**config.mk**
```make
export PLATFORM = sky130hd
export DESIGN_NAME = line_draw_accel
export DESIGN_NICKNAME = d
export VERILOG_FILES = /design/src/rtl/line_draw_pkg.sv /design/src/rtl/line_reg_file.sv /design/src/rtl/bresenham_stepper.sv /design/src/rtl/line_draw_accel.sv
export SDC_FILE = /design/constraint.sdc
export NUM_CORES = 1
export LEC_CHECK = 0
export BUFFER_PORTS_ARGS = -buffer_cell sky130_fd_sc_hd__buf_4
export CAP_MARGIN = 25
export CORE_ASPECT_RATIO = 0.6
export CORE_MARGIN = 2
export CORE_UTILIZATION = 55
export DETAILED_ROUTE_END_ITERATION = 7
export GPL_TIMING_DRIVEN = 0
export PLACE_DENSITY = 0.82
export SYNTH_ARGS = -nofsm -noshare
export SYNTH_HDL_FRONTEND = slang
export SYNTH_HIERARCHICAL = 1
export SYNTH_SLANG_ARGS = --single-unit
export TNS_END_PERCENT = 20
```
**constraint.sdc**
```tcl
create_clock -name clk -period 5.1 [get_ports clk]
set_input_delay 0.255 -clock clk [delete_from_list [all_inputs] [get_ports clk]]
set_output_delay 0.255 -clock clk [all_outputs]
set_load 0.005 [all_outputs]
```
**src/rtl/line_draw_pkg.sv**
```systemverilog
`default_nettype none

package line_draw_pkg;

    // display is 320x240, 3-bit colour
    typedef logic [8:0]  coord_x_t;
    typedef logic [7:0]  coord_y_t;
    typedef logic [2:0]  color_t;

    // slave port
    typedef logic [2:0]  reg_addr_t;
    typedef logic [31:0] bus_data_t;

    // signed room for deltas and the doubled error term
    typedef logic signed [11:0] err_t;

    // register map, 6 and 7 unused
    localparam reg_addr_t ADDR_MODE       = 3'd0;
    localparam reg_addr_t ADDR_STATUS     = 3'd1;
    localparam reg_addr_t ADDR_GO         = 3'd2;
    localparam reg_addr_t ADDR_LINE_START = 3'd3;
    localparam reg_addr_t ADDR_LINE_END   = 3'd4;
    localparam reg_addr_t ADDR_LINE_COLOR = 3'd5;

    // endpoint word layout
    localparam int X_LSB = 0;
    localparam int X_MSB = 8;
    localparam int Y_LSB = 9;
    localparam int Y_MSB = 16;

    // mode register bit 0
    typedef enum logic {
        MODE_STALL = 1'b0,
        MODE_POLL  = 1'b1
    } draw_mode_t;

    typedef struct packed {
        coord_x_t x;
        coord_y_t y;
    } point_t;

    // what the stepper latches on start
    typedef struct packed {
        point_t start_pt;
        point_t end_pt;
        color_t color;
    } line_cmd_t;

    typedef struct packed {
        coord_x_t x;
        coord_y_t y;
        color_t   color;
    } pixel_t;

    typedef enum logic [1:0] {
        IDLE,
        SETUP,
        STEP
    } stepper_state_t;

endpackage

`default_nettype wire

```
**src/rtl/line_reg_file.sv**
```systemverilog
`timescale 1ns/1ps
`default_nettype none

module line_reg_file import line_draw_pkg::*; (
    input  logic      clk,
    input  logic      reset,

    // slave port
    input  reg_addr_t i_address,
    input  logic      i_read,
    input  logic      i_write,
    input  bus_data_t i_writedata,
    output bus_data_t o_readdata,
    output logic      o_waitrequest,

    // stepper side
    input  logic      i_done,
    output logic      o_start,
    output line_cmd_t o_cmd
);

    // register contents
    draw_mode_t mode_q;
    point_t     start_q;
    point_t     end_q;
    color_t     color_q;

    // go edge detect and line tracking
    logic go_wr;
    logic go_q;
    logic go_accept;
    logic busy;

    // addressed word before the read gate
    bus_data_t rd_word;

    // pull x and y out of an endpoint word, upper bits dropped
    function automatic point_t unpack_point(input bus_data_t word);
        point_t p;
        p.x = word[X_MSB:X_LSB];
        p.y = word[Y_MSB:Y_LSB];
        return p;
    endfunction

    // inverse of the above, zeros above bit 16
    function automatic bus_data_t pack_point(input point_t p);
        bus_data_t word;
        word = '0;
        word[X_MSB:X_LSB] = p.x;
        word[Y_MSB:Y_LSB] = p.y;
        return word;
    endfunction

    assign go_wr = i_write && (i_address == ADDR_GO);

    // only the first cycle of a go write counts
    // and never while a line is in flight
    assign go_accept = go_wr && !go_q && !busy;

    // host registers, masked on write
    always_ff @(posedge clk) begin
        if (reset) begin
            mode_q  <= MODE_STALL;
            start_q <= '0;
            end_q   <= '0;
            color_q <= '0;
        end else if (i_write) begin
            case (i_address)
                ADDR_MODE:       mode_q  <= draw_mode_t'(i_writedata[0]);
                ADDR_LINE_START: start_q <= unpack_point(i_writedata);
                ADDR_LINE_END:   end_q   <= unpack_point(i_writedata);
                ADDR_LINE_COLOR: color_q <= i_writedata[$bits(color_t)-1:0];
                default: begin
                end
            endcase
        end
    end

    // go history, start pulse one cycle after the go
    always_ff @(posedge clk) begin
        if (reset) begin
            go_q    <= 1'b0;
            o_start <= 1'b0;
        end else begin
            go_q    <= go_wr;
            o_start <= go_accept;
        end
    end

    // busy from accepted go through the done cycle
    always_ff @(posedge clk) begin
        if (reset) begin
            busy <= 1'b0;
        end else if (go_accept) begin
            busy <= 1'b1;
        end else if (i_done) begin
            busy <= 1'b0;
        end
    end

    // read mux
    always_comb begin
        case (i_address)
            ADDR_MODE:       rd_word = bus_data_t'(mode_q);
            ADDR_STATUS:     rd_word = bus_data_t'(busy);
            ADDR_GO:         rd_word = bus_data_t'(go_q);
            ADDR_LINE_START: rd_word = pack_point(start_q);
            ADDR_LINE_END:   rd_word = pack_point(end_q);
            ADDR_LINE_COLOR: rd_word = bus_data_t'(color_q);
            default:         rd_word = '0;
        endcase
    end

    // bus idles at zero between reads
    assign o_readdata = i_read ? rd_word : '0;

    // stall mode holds the host from the go until done
    assign o_waitrequest = (mode_q == MODE_STALL) && (busy || go_accept);

    // live register view, stepper samples it on start
    assign o_cmd.start_pt = start_q;
    assign o_cmd.end_pt   = end_q;
    assign o_cmd.color    = color_q;

endmodule

`default_nettype wire

```
**src/rtl/bresenham_stepper.sv**
```systemverilog
`timescale 1ns/1ps
`default_nettype none

module bresenham_stepper import line_draw_pkg::*; (
    input  logic      clk,
    input  logic      reset,
    input  logic      i_start,
    input  line_cmd_t i_cmd,
    output logic      o_pixel_valid,
    output pixel_t    o_pixel,
    output logic      o_done
);

    stepper_state_t state;
    stepper_state_t state_next;

    // command held for the whole line
    line_cmd_t cmd_q;

    // walking point and error bookkeeping
    point_t cur;
    err_t   dx;
    err_t   dy;
    err_t   err;
    logic   x_inc;
    logic   y_inc;

    // setup values from the latched command
    err_t   dx_calc;
    err_t   dy_calc;
    logic   x_inc_calc;
    logic   y_inc_calc;

    // per-step decisions
    err_t   e2;
    err_t   err_next;
    logic   step_x;
    logic   step_y;
    logic   at_end;

    // absolute deltas and step directions
    always_comb begin
        x_inc_calc = (cmd_q.end_pt.x >= cmd_q.start_pt.x);
        y_inc_calc = (cmd_q.end_pt.y >= cmd_q.start_pt.y);
        if (x_inc_calc) begin
            dx_calc = err_t'(cmd_q.end_pt.x - cmd_q.start_pt.x);
        end else begin
            dx_calc = err_t'(cmd_q.start_pt.x - cmd_q.end_pt.x);
        end
        if (y_inc_calc) begin
            dy_calc = err_t'(cmd_q.end_pt.y - cmd_q.start_pt.y);
        end else begin
            dy_calc = err_t'(cmd_q.start_pt.y - cmd_q.end_pt.y);
        end
    end

    // doubled error against -dy moves x, against dx moves y
    assign e2     = err <<< 1;
    assign step_x = (e2 > -dy);
    assign step_y = (e2 < dx);
    assign at_end = (cur == cmd_q.end_pt);

    // both corrections can apply in one step (diagonal move)
    always_comb begin
        err_next = err;
        if (step_x) begin
            err_next = err_next - dy;
        end
        if (step_y) begin
            err_next = err_next + dx;
        end
    end

    always_comb begin
        state_next = state;
        case (state)
            IDLE: begin
                if (i_start) begin
                    state_next = SETUP;
                end
            end
            SETUP: begin
                state_next = STEP;
            end
            STEP: begin
                // last pixel goes out this cycle
                if (at_end) begin
                    state_next = IDLE;
                end
            end
            default: begin
                state_next = IDLE;
            end
        endcase
    end

    always_ff @(posedge clk) begin
        if (reset) begin
            state <= IDLE;
        end else begin
            state <= state_next;
        end
    end

    // datapath
    always_ff @(posedge clk) begin
        case (state)
            IDLE: begin
                if (i_start) begin
                    cmd_q <= i_cmd;
                end
            end
            SETUP: begin
                dx    <= dx_calc;
                dy    <= dy_calc;
                x_inc <= x_inc_calc;
                y_inc <= y_inc_calc;
                // initial error is dx - dy
                err   <= dx_calc - dy_calc;
                cur   <= cmd_q.start_pt;
            end
            STEP: begin
                if (!at_end) begin
                    if (step_x) begin
                        cur.x <= x_inc ? cur.x + coord_x_t'(1) : cur.x - coord_x_t'(1);
                    end
                    if (step_y) begin
                        cur.y <= y_inc ? cur.y + coord_y_t'(1) : cur.y - coord_y_t'(1);
                    end
                    err <= err_next;
                end
            end
            default: begin
            end
        endcase
    end

    // one pixel per STEP cycle, done with the end point
    assign o_pixel_valid = (state == STEP);
    assign o_done        = (state == STEP) && at_end;

    always_comb begin
        o_pixel.x     = cur.x;
        o_pixel.y     = cur.y;
        o_pixel.color = cmd_q.color;
    end

endmodule

`default_nettype wire

```
**src/rtl/line_draw_accel.sv**
```systemverilog
`timescale 1ns/1ps
`default_nettype none

module line_draw_accel import line_draw_pkg::*; (
    input  logic      clk,
    input  logic      reset,

    // host slave port
    input  reg_addr_t i_address,
    input  logic      i_read,
    input  logic      i_write,
    input  bus_data_t i_writedata,
    output bus_data_t o_readdata,
    output logic      o_waitrequest,

    // pixel strobe to the framebuffer writer
    output logic      o_pixel_valid,
    output pixel_t    o_pixel,
    output logic      o_line_done
);

    // register file to stepper
    logic      line_start;
    line_cmd_t line_cmd;
    // done pulse goes back to regs and out
    logic      line_done;

    line_reg_file regs0 (
        .clk           (clk),
        .reset         (reset),
        .i_address     (i_address),
        .i_read        (i_read),
        .i_write       (i_write),
        .i_writedata   (i_writedata),
        .o_readdata    (o_readdata),
        .o_waitrequest (o_waitrequest),
        .i_done        (line_done),
        .o_start       (line_start),
        .o_cmd         (line_cmd)
    );

    bresenham_stepper step0 (
        .clk           (clk),
        .reset         (reset),
        .i_start       (line_start),
        .i_cmd         (line_cmd),
        .o_pixel_valid (o_pixel_valid),
        .o_pixel       (o_pixel),
        .o_done        (line_done)
    );

    assign o_line_done = line_done;

endmodule

`default_nettype wire

```
-- Yosys cells after proc, flatten, opt, wreduce, memory -nomap -nowiden
Index checks and enable logic that the tools add are counted.
- bitwise operators: 1
- reductions and logical operators: 21
- shift-type cells: 0
- add/sub/neg operators: 12
- order comparisons: 4
- equal/unequal tests: 13
- muxes and demuxes: 19
- multiply operators: 0
- divide/modulo/power cells: 0
- operators with widths (kind ; count):
    $pmux W17 S6 ; 1
    $mux W12 ; 5
    $mux W17 ; 2
    $pmux W17 S2 ; 1
    $pmux W12 S2 ; 1
    $sub A12 B12 Y12 ; 2
    $sub A9 B9 Y10 ; 2
    $mux W9 ; 2
    $sub A8 B8 Y9 ; 2
    $eq A17 B17 Y1 ; 1
    $mux W8 ; 2
    $reduce_and A2 Y1 ; 7
    $add A12 B12 Y12 ; 1
    $gt A12 B12 Y1 ; 1
    $lt A12 B12 Y1 ; 1
    $neg A12 Y12 ; 1
    $add A9 B1 Y9 const B ; 1
    $ge A9 B9 Y1 ; 1
    $sub A9 B1 Y9 const B ; 1
    $add A8 B1 Y8 const B ; 1
    $ge A8 B8 Y1 ; 1
    $sub A8 B1 Y8 const B ; 1
    $eq A3 B2 Y1 const B ; 2
    $eq A3 B3 Y1 const B ; 2
    16 further kinds ; 28
- latch bits: 0
- register bits: 135
- word-level logic and storage cells: 92
- bits in writable memories: 0
- input bits: 39
- bits in read-only memories: 0
- memories kept: 0

-- Logic depth before layout (Yosys ltp)
Gate-level depths: netlist of run 1.
- word-level depth: 7
- depth in mapped cells: 23

-- By module
Netlist of run 1, hierarchy kept.
- by module, submodules not included (module ; area each (µm²) ; cells each ; times used):
    bresenham_stepper ; 7445.9 ; 753 ; 1
    line_reg_file ; 1964.4 ; 245 ; 1

-- Least setup slack after synthesis of run 1
No wires, ideal clock.
- path type: register to register
- start point: register step0.dy[1]
- end point: register step0.err[10], data pin
- buffers on the path: 1
- required time: 4.830 ns
- data arrival time: 4.668 ns
- period minus slack after synthesis: 4.938 ns
- setup slack: 0.162 ns
- stages on the path, launching flop included: 23
- path through: edfxtp_1 inv_1 ha_1 nand3_1 or3_1 xnor2_1 ha_1 and4_1 a211oi_1 nand2_1 mux2i_1 buf_2 mux2i_1 ha_1 fa_1 a21oi_1 o211ai_1 o41ai_1 mux2i_1 o21bai_1 xnor2_1 xnor2_1 a21oi_1
- word-level cells in the longest chain between the ends: 7
- elaborated cells between the ends (all ways): 8
- those cells by class: add/sub (3); order compare (1); mux (4)
- ends and longest elaborated chain (item ; line ; RTL):
    from (decl) ; bresenham_stepper.sv:23 ; err_t dy;
    from (signal assigned) ; bresenham_stepper.sv:115 ; dy <= dy_calc;
    $neg A12 Y12 ; bresenham_stepper.sv:59 ; assign step_x = (e2 > -dy);
    $gt A12 B12 Y1 ; bresenham_stepper.sv:59 ;
    $mux W12 * ; bresenham_stepper.sv:66 ; if (step_x) begin
    $add A12 B12 Y12 ; bresenham_stepper.sv:70 ; err_next = err_next + dx;
    $mux W12 * ; bresenham_stepper.sv:69 ; if (step_y) begin
    $mux W12 * ; bresenham_stepper.sv:123 ; if (!at_end) begin
    $pmux W12 S2 * ; bresenham_stepper.sv:107 ; case (state)
    to (signal assigned) ; bresenham_stepper.sv:119 ; err <= dx_calc - dy_calc;
    to (signal assigned) ; bresenham_stepper.sv:130 ; err <= err_next;
    to (decl) ; bresenham_stepper.sv:24 ; err_t err;
Mark *: on every way between the ends. The rest lies on a longest branch, timed or not. The select of a mux whose other input is x is not followed.
A chain may end at the register's enable or synchronous reset.

-- Final worst setup path of run 1
- start point: register step0/cmd_q[11] (netlist bit)
- end point: register step0.err[8], data pin
- word-level cells in the longest chain between the ends: 4
- elaborated cells between the ends (all ways): 6
- those cells by class: add/sub (3); order compare (1); mux (2)
- ends and longest elaborated chain (item ; line ; RTL):
    from (decl) ; bresenham_stepper.sv:18 ; line_cmd_t cmd_q;
    from (signal assigned) ; bresenham_stepper.sv:110 ; cmd_q <= i_cmd;
    $ge A9 B9 Y1 ; bresenham_stepper.sv:43 ; x_inc_calc = (cmd_q.end_pt.x >= cmd_q.start_pt.x);
    named net step0.x_inc_calc ; bresenham_stepper.sv:31 ; logic x_inc_calc;
    $mux W12 ; bresenham_stepper.sv:45 ; if (x_inc_calc) begin
    named net step0.dx_calc[1] ; bresenham_stepper.sv:29 ; err_t dx_calc;
    $sub A12 B12 Y12 ; bresenham_stepper.sv:119 ;
    $pmux W12 S2 ; bresenham_stepper.sv:107 ;
The timed path passes the listed nets, and every way through them passes these cells.

==> flow_metrics.tcl, run 1 <==
set metrics [dict create \
    critPathKind "reg2reg" \
    synthCells 998 \
    overflow 0 \
    critPathSlowestCell "fa_1" \
    finalHoldViolCount 0 \
    core_mm2 0.0165 \
    grt_max_degree 38 \
    avgViaCountPerCell 6.03 \
    netlist_area_mm2 0.00941 \
    cap_violations 0 \
    worstSetupStartpointType "register" \
    post_dp_cell_area_mm2 0.0102 \
    critPathMaxFanout 10 \
    drt_pass1_iterations 6 \
    clock_sinks 129 \
    synth_flop_cell "edfxtp_1" \
    io_pins 94 \
    drive_gt1_share_pct 16.8 \
    period_needed_ps 5040 \
    initial_core_util_pct 57.1 \
    yosysUniqueCellTypes 73 \
    grt_pass1_wl_mm 41.1 \
    hpwl_mm 19.7 \
    num_rows 36 \
    hold_class "in2reg" \
    p_leak_nw 4.78 \
    cp_slowest_stage_delay_ps 450 \
    powerDensity_mw_per_mm2 526 \
    drv_slew 0 \
    synth_common_cells "113 x nand2_1, 104 x ha_1, 93 x a21oi_1" \
    fin_util_pct 67.6 \
    nFillCells 1253 \
    worst-endpoint-required_ps 5210 \
    die_y_um 105 \
    post_drt_wl_per_cell_um 19.7 \
    cts_made_buffers 17 \
    antenna_cells 0 \
    fmax_mhz 198 \
    yosysWarnings 6 \
    worst_pin_slew_ps 1000 \
    setup_violations 0 \
    synth.yosys.seq_area_share_pct 36.6 \
    arrival_ps 5150 \
    area_delta_synth_final_pct 18.5 \
    ant_nets 0 \
    clkLatencyLatePin_ps 420 \
    fin_area_mm2 0.0111 \
    fin_skew_ps 13.3 \
    avgSynthCellArea_um2 9.43 \
    synth_enable_flop_cells 86 \
    grt_pass1_vias 7559 \
    post-route-drc-count 0 \
    synth_seq_cells 129 \
    clk_pin_slew_ps 60 \
    rsz0062_at_grt "yes" \
    synth.area.top_cells "edfxtp_1 27%, ha_1 14%, dfxtp_1 9.1%" \
    final_nets 1266 \
    synth.most_common_cell "nand2_1" \
    grt_use_total_pct 28.8 \
    cts_tree "done" \
    die_x_um 173 \
    synthArstFlopShare_pct 0 \
    crit_chain "inv_1 -> ha_1 -> inv_1 -> fa_1 -> a211o_1 -> o211ai_1 -> a21o_1 -> a21bo_1 -> nand2_1 -> buf_2 -> mux2_1 -> fa_1 -> a21o_1 -> a21oi_2 -> o21bai_1 -> a2111oi_2 -> nor3_1 -> or2_0 -> a21oi_1 -> a21oi_1" \
    status "complete, no violations" \
    wirelength_mm 26.7 \
    clock_path_buffers 2 \
    ir_worst_vdd_mv 0.269 \
    htree_levels 4 \
    antenna_found_initial 0 \
    gp_congestion 0.952 \
    vias 8170 \
    relSlewSlack_pct 32.6 \
    cts_root_buffer "clkbuf_16" \
    io_buffers 63 \
    synth.top_cell.area_share_pct 27.4 \
    yosysTopAreaCell "edfxtp_1" \
    crit_path_end_kind "register" \
    finalCritPeriodShare_pct 98.9 \
    dieArea_mm2 0.0182 \
    drt_iter0_markers 1138 \
]
[kinds of logic after synthesis]
| family | after synthesis | synth area share (%) |
|---|---|---|
| and+or+nand+nor | 252 | 12.8 |
| AOI/OAI and AO/OA | 243 | 16.4 |
| buffers and inverters | 144 | 6.95 |
| DFF | 129 | 36.6 |
| adders and majority gates | 113 | 15.7 |
| xor gates and xnor gates | 77 | 7.17 |
| muxes | 39 | 4.28 |
| other | 1 | 0.0399 |
[worst max-delay path: cells and delay by family (launching register included)]
kind | cells | cell delay [ps]
flip-flops | 1 | 410
adder cells (fa/ha/maj) | 3 | 1010
AND/OR/NAND/NOR | 3 | 450
AO/OA/AOI/OAI | 10 | 2100
multiplexers | 1 | 400
buffers and inverters | 3 | 380
[area by class of cell]
| cell class | instances | area (um2) | share of cell area (%) |
|---|---|---|---|
| Buffer | 52 | 315 | 2.83 |
| Multi-Input combinational cell | 739 | 5550 | 49.7 |
| Tap cell | 228 | 285 | 2.56 |
| Timing Repair Buffer | 83 | 643 | 5.77 |
| Inverter | 92 | 345 | 3.10 |
| Clock inverter | 15 | 145 | 1.30 |
| Sequential cell | 129 | 3440 | 30.9 |
| Clock buffer | 17 | 425 | 3.82 |
[metrics by stage]
stage                     hold slack (ps)  total power, mW  cells  setup slack (ps)  TNS, ps
after floorplan                       327             3.45   1012               162        0
after global placement                440             4.03   1303              -519    -1160
after detailed placement              442             4.14   1303              -751    -2040
after CTS                            37.4             5.53   1340             -10.2    -10.2
after global routing                 32.2             6.22   1355              -135     -349
final                                39.1             5.86   1355              55.9        0
[where the power goes]
| group | leakage, nW | total, mW | internal, mW | switching [mW] |
|---|---|---|---|---|
| Clock | 0.277 | 1.19 | 0.649 | 0.539 |
| Combinational | 3.36 | 3.16 | 1.41 | 1.75 |
| Sequential | 1.14 | 1.51 | 1.33 | 0.187 |
| Total | 4.78 | 5.86 | 3.39 | 2.47 |
[layout by cell type, fill, tap and decap left out, drive strengths merged, types with 3 or more instances in the layout]
| cell type | synthesis | routed |
|---|---|---|
| buf | 36 | 119 |
| nand2 | 113 | 113 |
| ha | 104 | 104 |
| inv | 92 | 101 |
| a21oi | 93 | 93 |
| edfxtp | 86 | 86 |
| xnor2 | 44 | 44 |
| dfxtp | 43 | 43 |
| nor2 | 42 | 42 |
| o21ai | 42 | 42 |
| xor2 | 33 | 33 |
| clkbuf | 16 | 33 |
| mux2i | 29 | 29 |
| a21o | 24 | 24 |
| nor2b | 22 | 22 |
| nor3 | 19 | 19 |
| nand3 | 16 | 16 |
| conb | 1 | 15 |
| a22oi | 14 | 14 |
| mux2 | 10 | 10 |
| o211ai | 9 | 9 |
| o21bai | 9 | 9 |
| fa | 9 | 9 |
| a31oi | 6 | 6 |
| o21a | 6 | 6 |
| a211oi | 5 | 5 |
| nand2b | 4 | 4 |
| nor4 | 4 | 4 |
| nand4 | 4 | 4 |
| and2 | 4 | 4 |
| clkinv | 0 | 4 |
| a21boi | 4 | 4 |
| a2111oi | 4 | 4 |
| a2bb2oi | 3 | 3 |
| nor3b | 3 | 3 |
| nand4b | 3 | 3 |
| or2 | 3 | 3 |
| or3 | 3 | 3 |
[sequential cells by signal, summed over array words and instances, names as in the netlist, 2 cells and up]
name	cells
step0/err	11
step0/dx	10
step0/o_pixel	20
regs0/color_q	3
step0/dy	9
regs0/o_cmd	34
step0/cmd_q	34
step0/state	2
[routing by layer]
| layer | GRT usage (%) | vias up | routed length [um] |
|---|---|---|---|
| met5 | 2.78 | - | 38 |
| met4 | 5.39 | 2 | 403 |
| met3 | 7.83 | 65 | 3420 |
| met2 | 42.3 | 492 | 11200 |
| met1 | 42.4 | 3882 | 11700 |
| li1 | - | 3729 | - |
[worst paths after layout]
check,cells past startpoint,startpoint,endpoint,slack (ps)
min,2,reset,step0/state[0],40
min reg2reg,0,regs0/o_cmd[7],step0/cmd_q[7],460
max reg2reg,20,step0/cmd_q[11],step0/err[8],60
max,20,step0/cmd_q[11],step0/err[8],60
[repair_timing]
item                                    CTS  global route
setup buffers                             5            13
pin swaps                                 5            12
endpoints found under the setup margin    4             3
gates resized for setup                  20            21
hold buffers                              0             0
(Power assumes the default switching activity.)
==> inputs of run 2 (changes only) <==
--- a/config.mk
+++ b/config.mk
@@ -11,7 +11,6 @@
 export CORE_MARGIN = 2
 export CORE_UTILIZATION = 55
 export DETAILED_ROUTE_END_ITERATION = 7
-export GPL_TIMING_DRIVEN = 0
 export PLACE_DENSITY = 0.82
 export SYNTH_ARGS = -nofsm -noshare
 export SYNTH_HDL_FRONTEND = slang
==> constraint.sdc (replaced) <==
create_clock -name clk -period 4.4 [get_ports clk]
set_input_delay 0.22 -clock clk [delete_from_list [all_inputs] [get_ports clk]]
set_output_delay 0.22 -clock clk [all_outputs]
set_load 0.005 [all_outputs]
==> run 2 against run 1 <==
The flow now finishes with violations (setup timing). Die area stayed put. Utilization increased by 2.5 points. Sequential cell count stayed put. Clock skew grew 6.8 ps. Setup slack got worse by 610 ps. Largest cell class unchanged.
==> flow_metrics.tcl, run 2 (synthesized netlist as in run 1, its figures left out) <==
set metrics [dict create \
    status "finished, violations left" \
    failed_checks "setup timing" \
    crit_chain "nor3_4 -> nand3_2 -> nor3_2 -> buf_4 -> xnor2_2 -> ha_1 -> a21oi_2 -> o21ai_2 -> a211oi_2 -> nand2_1 -> mux2i_2 -> buf_4 -> mux2i_2 -> ha_2 -> fa_2 -> a21oi_2 -> o211ai_1 -> o41ai_4 -> mux2i_1 -> o21bai_1 -> xnor2_1 -> xnor2_1 -> a21oi_1" \
    core_mm2 0.0165 \
    worst_pin_slew_ps 1020 \
    num_rows 36 \
    clk_pin_slew_ps 70 \
    die_x_um 173 \
    grt_pass1_wl_mm 41.0 \
    drv_slew 0 \
    fin_area_mm2 0.0116 \
    ant_nets 0 \
    critPathKind "reg2reg" \
    post_dp_cell_area_mm2 0.0107 \
    critPathMaxFanout 5 \
    io_pins 94 \
    relSlewSlack_pct 32.2 \
    io_buffers 63 \
    vias 8169 \
    crit_path_end_kind "register" \
    cts_root_buffer "clkbuf_16" \
    layout_common_cells "169 x buf_4, 112 x nand2_1, 95 x ha_1, 90 x inv_1, 88 x a21oi_1" \
    powerDensity_mw_per_mm2 631 \
    fin_cells 1391 \
    grt_pass1_vias 7763 \
    cts_tree "done" \
    worstSetupStartpointType "register" \
    dieArea_mm2 0.0182 \
    arrival_ps 5120 \
    fin_skew_ps 20.1 \
    finalCritPeriodShare_pct 113 \
    antenna_cells 0 \
    setup_violations 6 \
    htree_levels 4 \
    p_leak_nw 5.03 \
    clock_sinks 129 \
    die_y_um 105 \
    hold_class "in2reg" \
    final_nets 1302 \
    post_drt_wl_per_cell_um 18.8 \
    period_needed_ps 4960 \
    gp_congestion 0.941 \
    post-route-drc-count 0 \
    cap_violations 0 \
    drive_gt1_share_pct 21.7 \
    avgViaCountPerCell 5.87 \
    placed_cells 1346 \
    drt_iter0_markers 794 \
    drt_pass1_iterations 5 \
    area_delta_synth_final_pct 22.8 \
    final_common_cell "buf_4" \
    clkLatencyLatePin_ps 430 \
    fin_ws_ps -559 \
    overflow 0 \
    hpwl_mm 19.5 \
    antenna_found_initial 0 \
    critPathSlowestCell "edfxtp_1" \
    grt_max_degree 44 \
    rsz0062_at_grt "yes" \
    ir_worst_vdd_mv 0.425 \
    worst-endpoint-required_ps 4560 \
    cp_slowest_stage_delay_ps 430 \
    wirelength_mm 26.2 \
    cts_made_buffers 17 \
    holdBufCountCts 0 \
    grt_use_total_pct 28.8 \
    finalHoldViolCount 0 \
    fin_util_pct 70.1 \
    clock_path_buffers 2 \
    fmax_mhz 202 \
    initial_core_util_pct 57.1 \
]
run 2: cell types whose count changed in the layout (fill, tap and decap cells not counted), sizes merged:
| cell | change |
|---|---|
| clkinv | -4 |
| buf | +52 |
| inv | +2 |
| clkbuf | -15 |
| bufinv | +1 |
run 2: final timing paths:
check | startpoint | endpoint | slack [ps] | cells after the start
max | step0/dy[3] | step0/err[10] | -560 | 23
min | i_writedata[3] | regs0/o_cmd[31] | 50 | 3
max reg2reg | step0/dy[3] | step0/err[10] | -560 | 23
min reg2reg | regs0/o_cmd[5] | step0/cmd_q[5] | 450 | 0
run 2: routing by layer:
metal	vias to the layer above	GRT usage (%)	part of all wire [%]
met1	3908	43.1	46
met2	425	42.5	42
li1	3792	-	-
met4	0	6.17	1.2
met3	44	6.24	11
met5	-	0	0
run 2: layout make-up:
type,instances,area [um2]
multi-input cells,739,5610
fillers,1209,4930
flip-flops and latches,129,3440
repair buffers,171,1310
clock buffers,18,429
inverters,92,345
well taps,228,285
clock inverters,14,141
run 2: through the flow:
step           setup WS, ps  TNS (ps)  hold slack [ps]  power [mW]
2_1_floorplan          -292      -617              292        4.10
3_3_place_gp           -457     -1520              439        5.23
3_5_place_dp           -655     -2330              442        5.36
4_1_cts                -381     -1250             46.3        6.96
5_1_grt                -786     -3340             50.2        7.73
6_report               -559     -1960             48.3        7.30
run 2: what timing repair did:
| action | in CTS | in global routing |
|---|---|---|
| gates cloned | 0 | 0 |
| pin swaps | 15 | 22 |
| buffers inserted | 5 | 7 |
| gates resized for setup | 15 | 23 |
| setup endpoints to repair | 6 | 7 |
run 2: critical path: cells and delay by family (launching register included):
| family | cells | cell delay [ps] |
|---|---|---|
| DFF | 1 | 430 |
| AOI/OAI and AO/OA | 8 | 1310 |
| muxes | 3 | 580 |
| xor gates and xnor gates | 3 | 390 |
| adders and majority gates | 3 | 890 |
| buffers and inverters | 2 | 360 |
| and+or+nand+nor | 4 | 720 |
run 2: power by group:
| part | switching, mW | internal [mW] | total, mW |
|---|---|---|---|
| clock network | 0.612 | 0.798 | 1.41 |
| logic | 2.12 | 2.01 | 4.14 |
| registers | 0.210 | 1.54 | 1.75 |
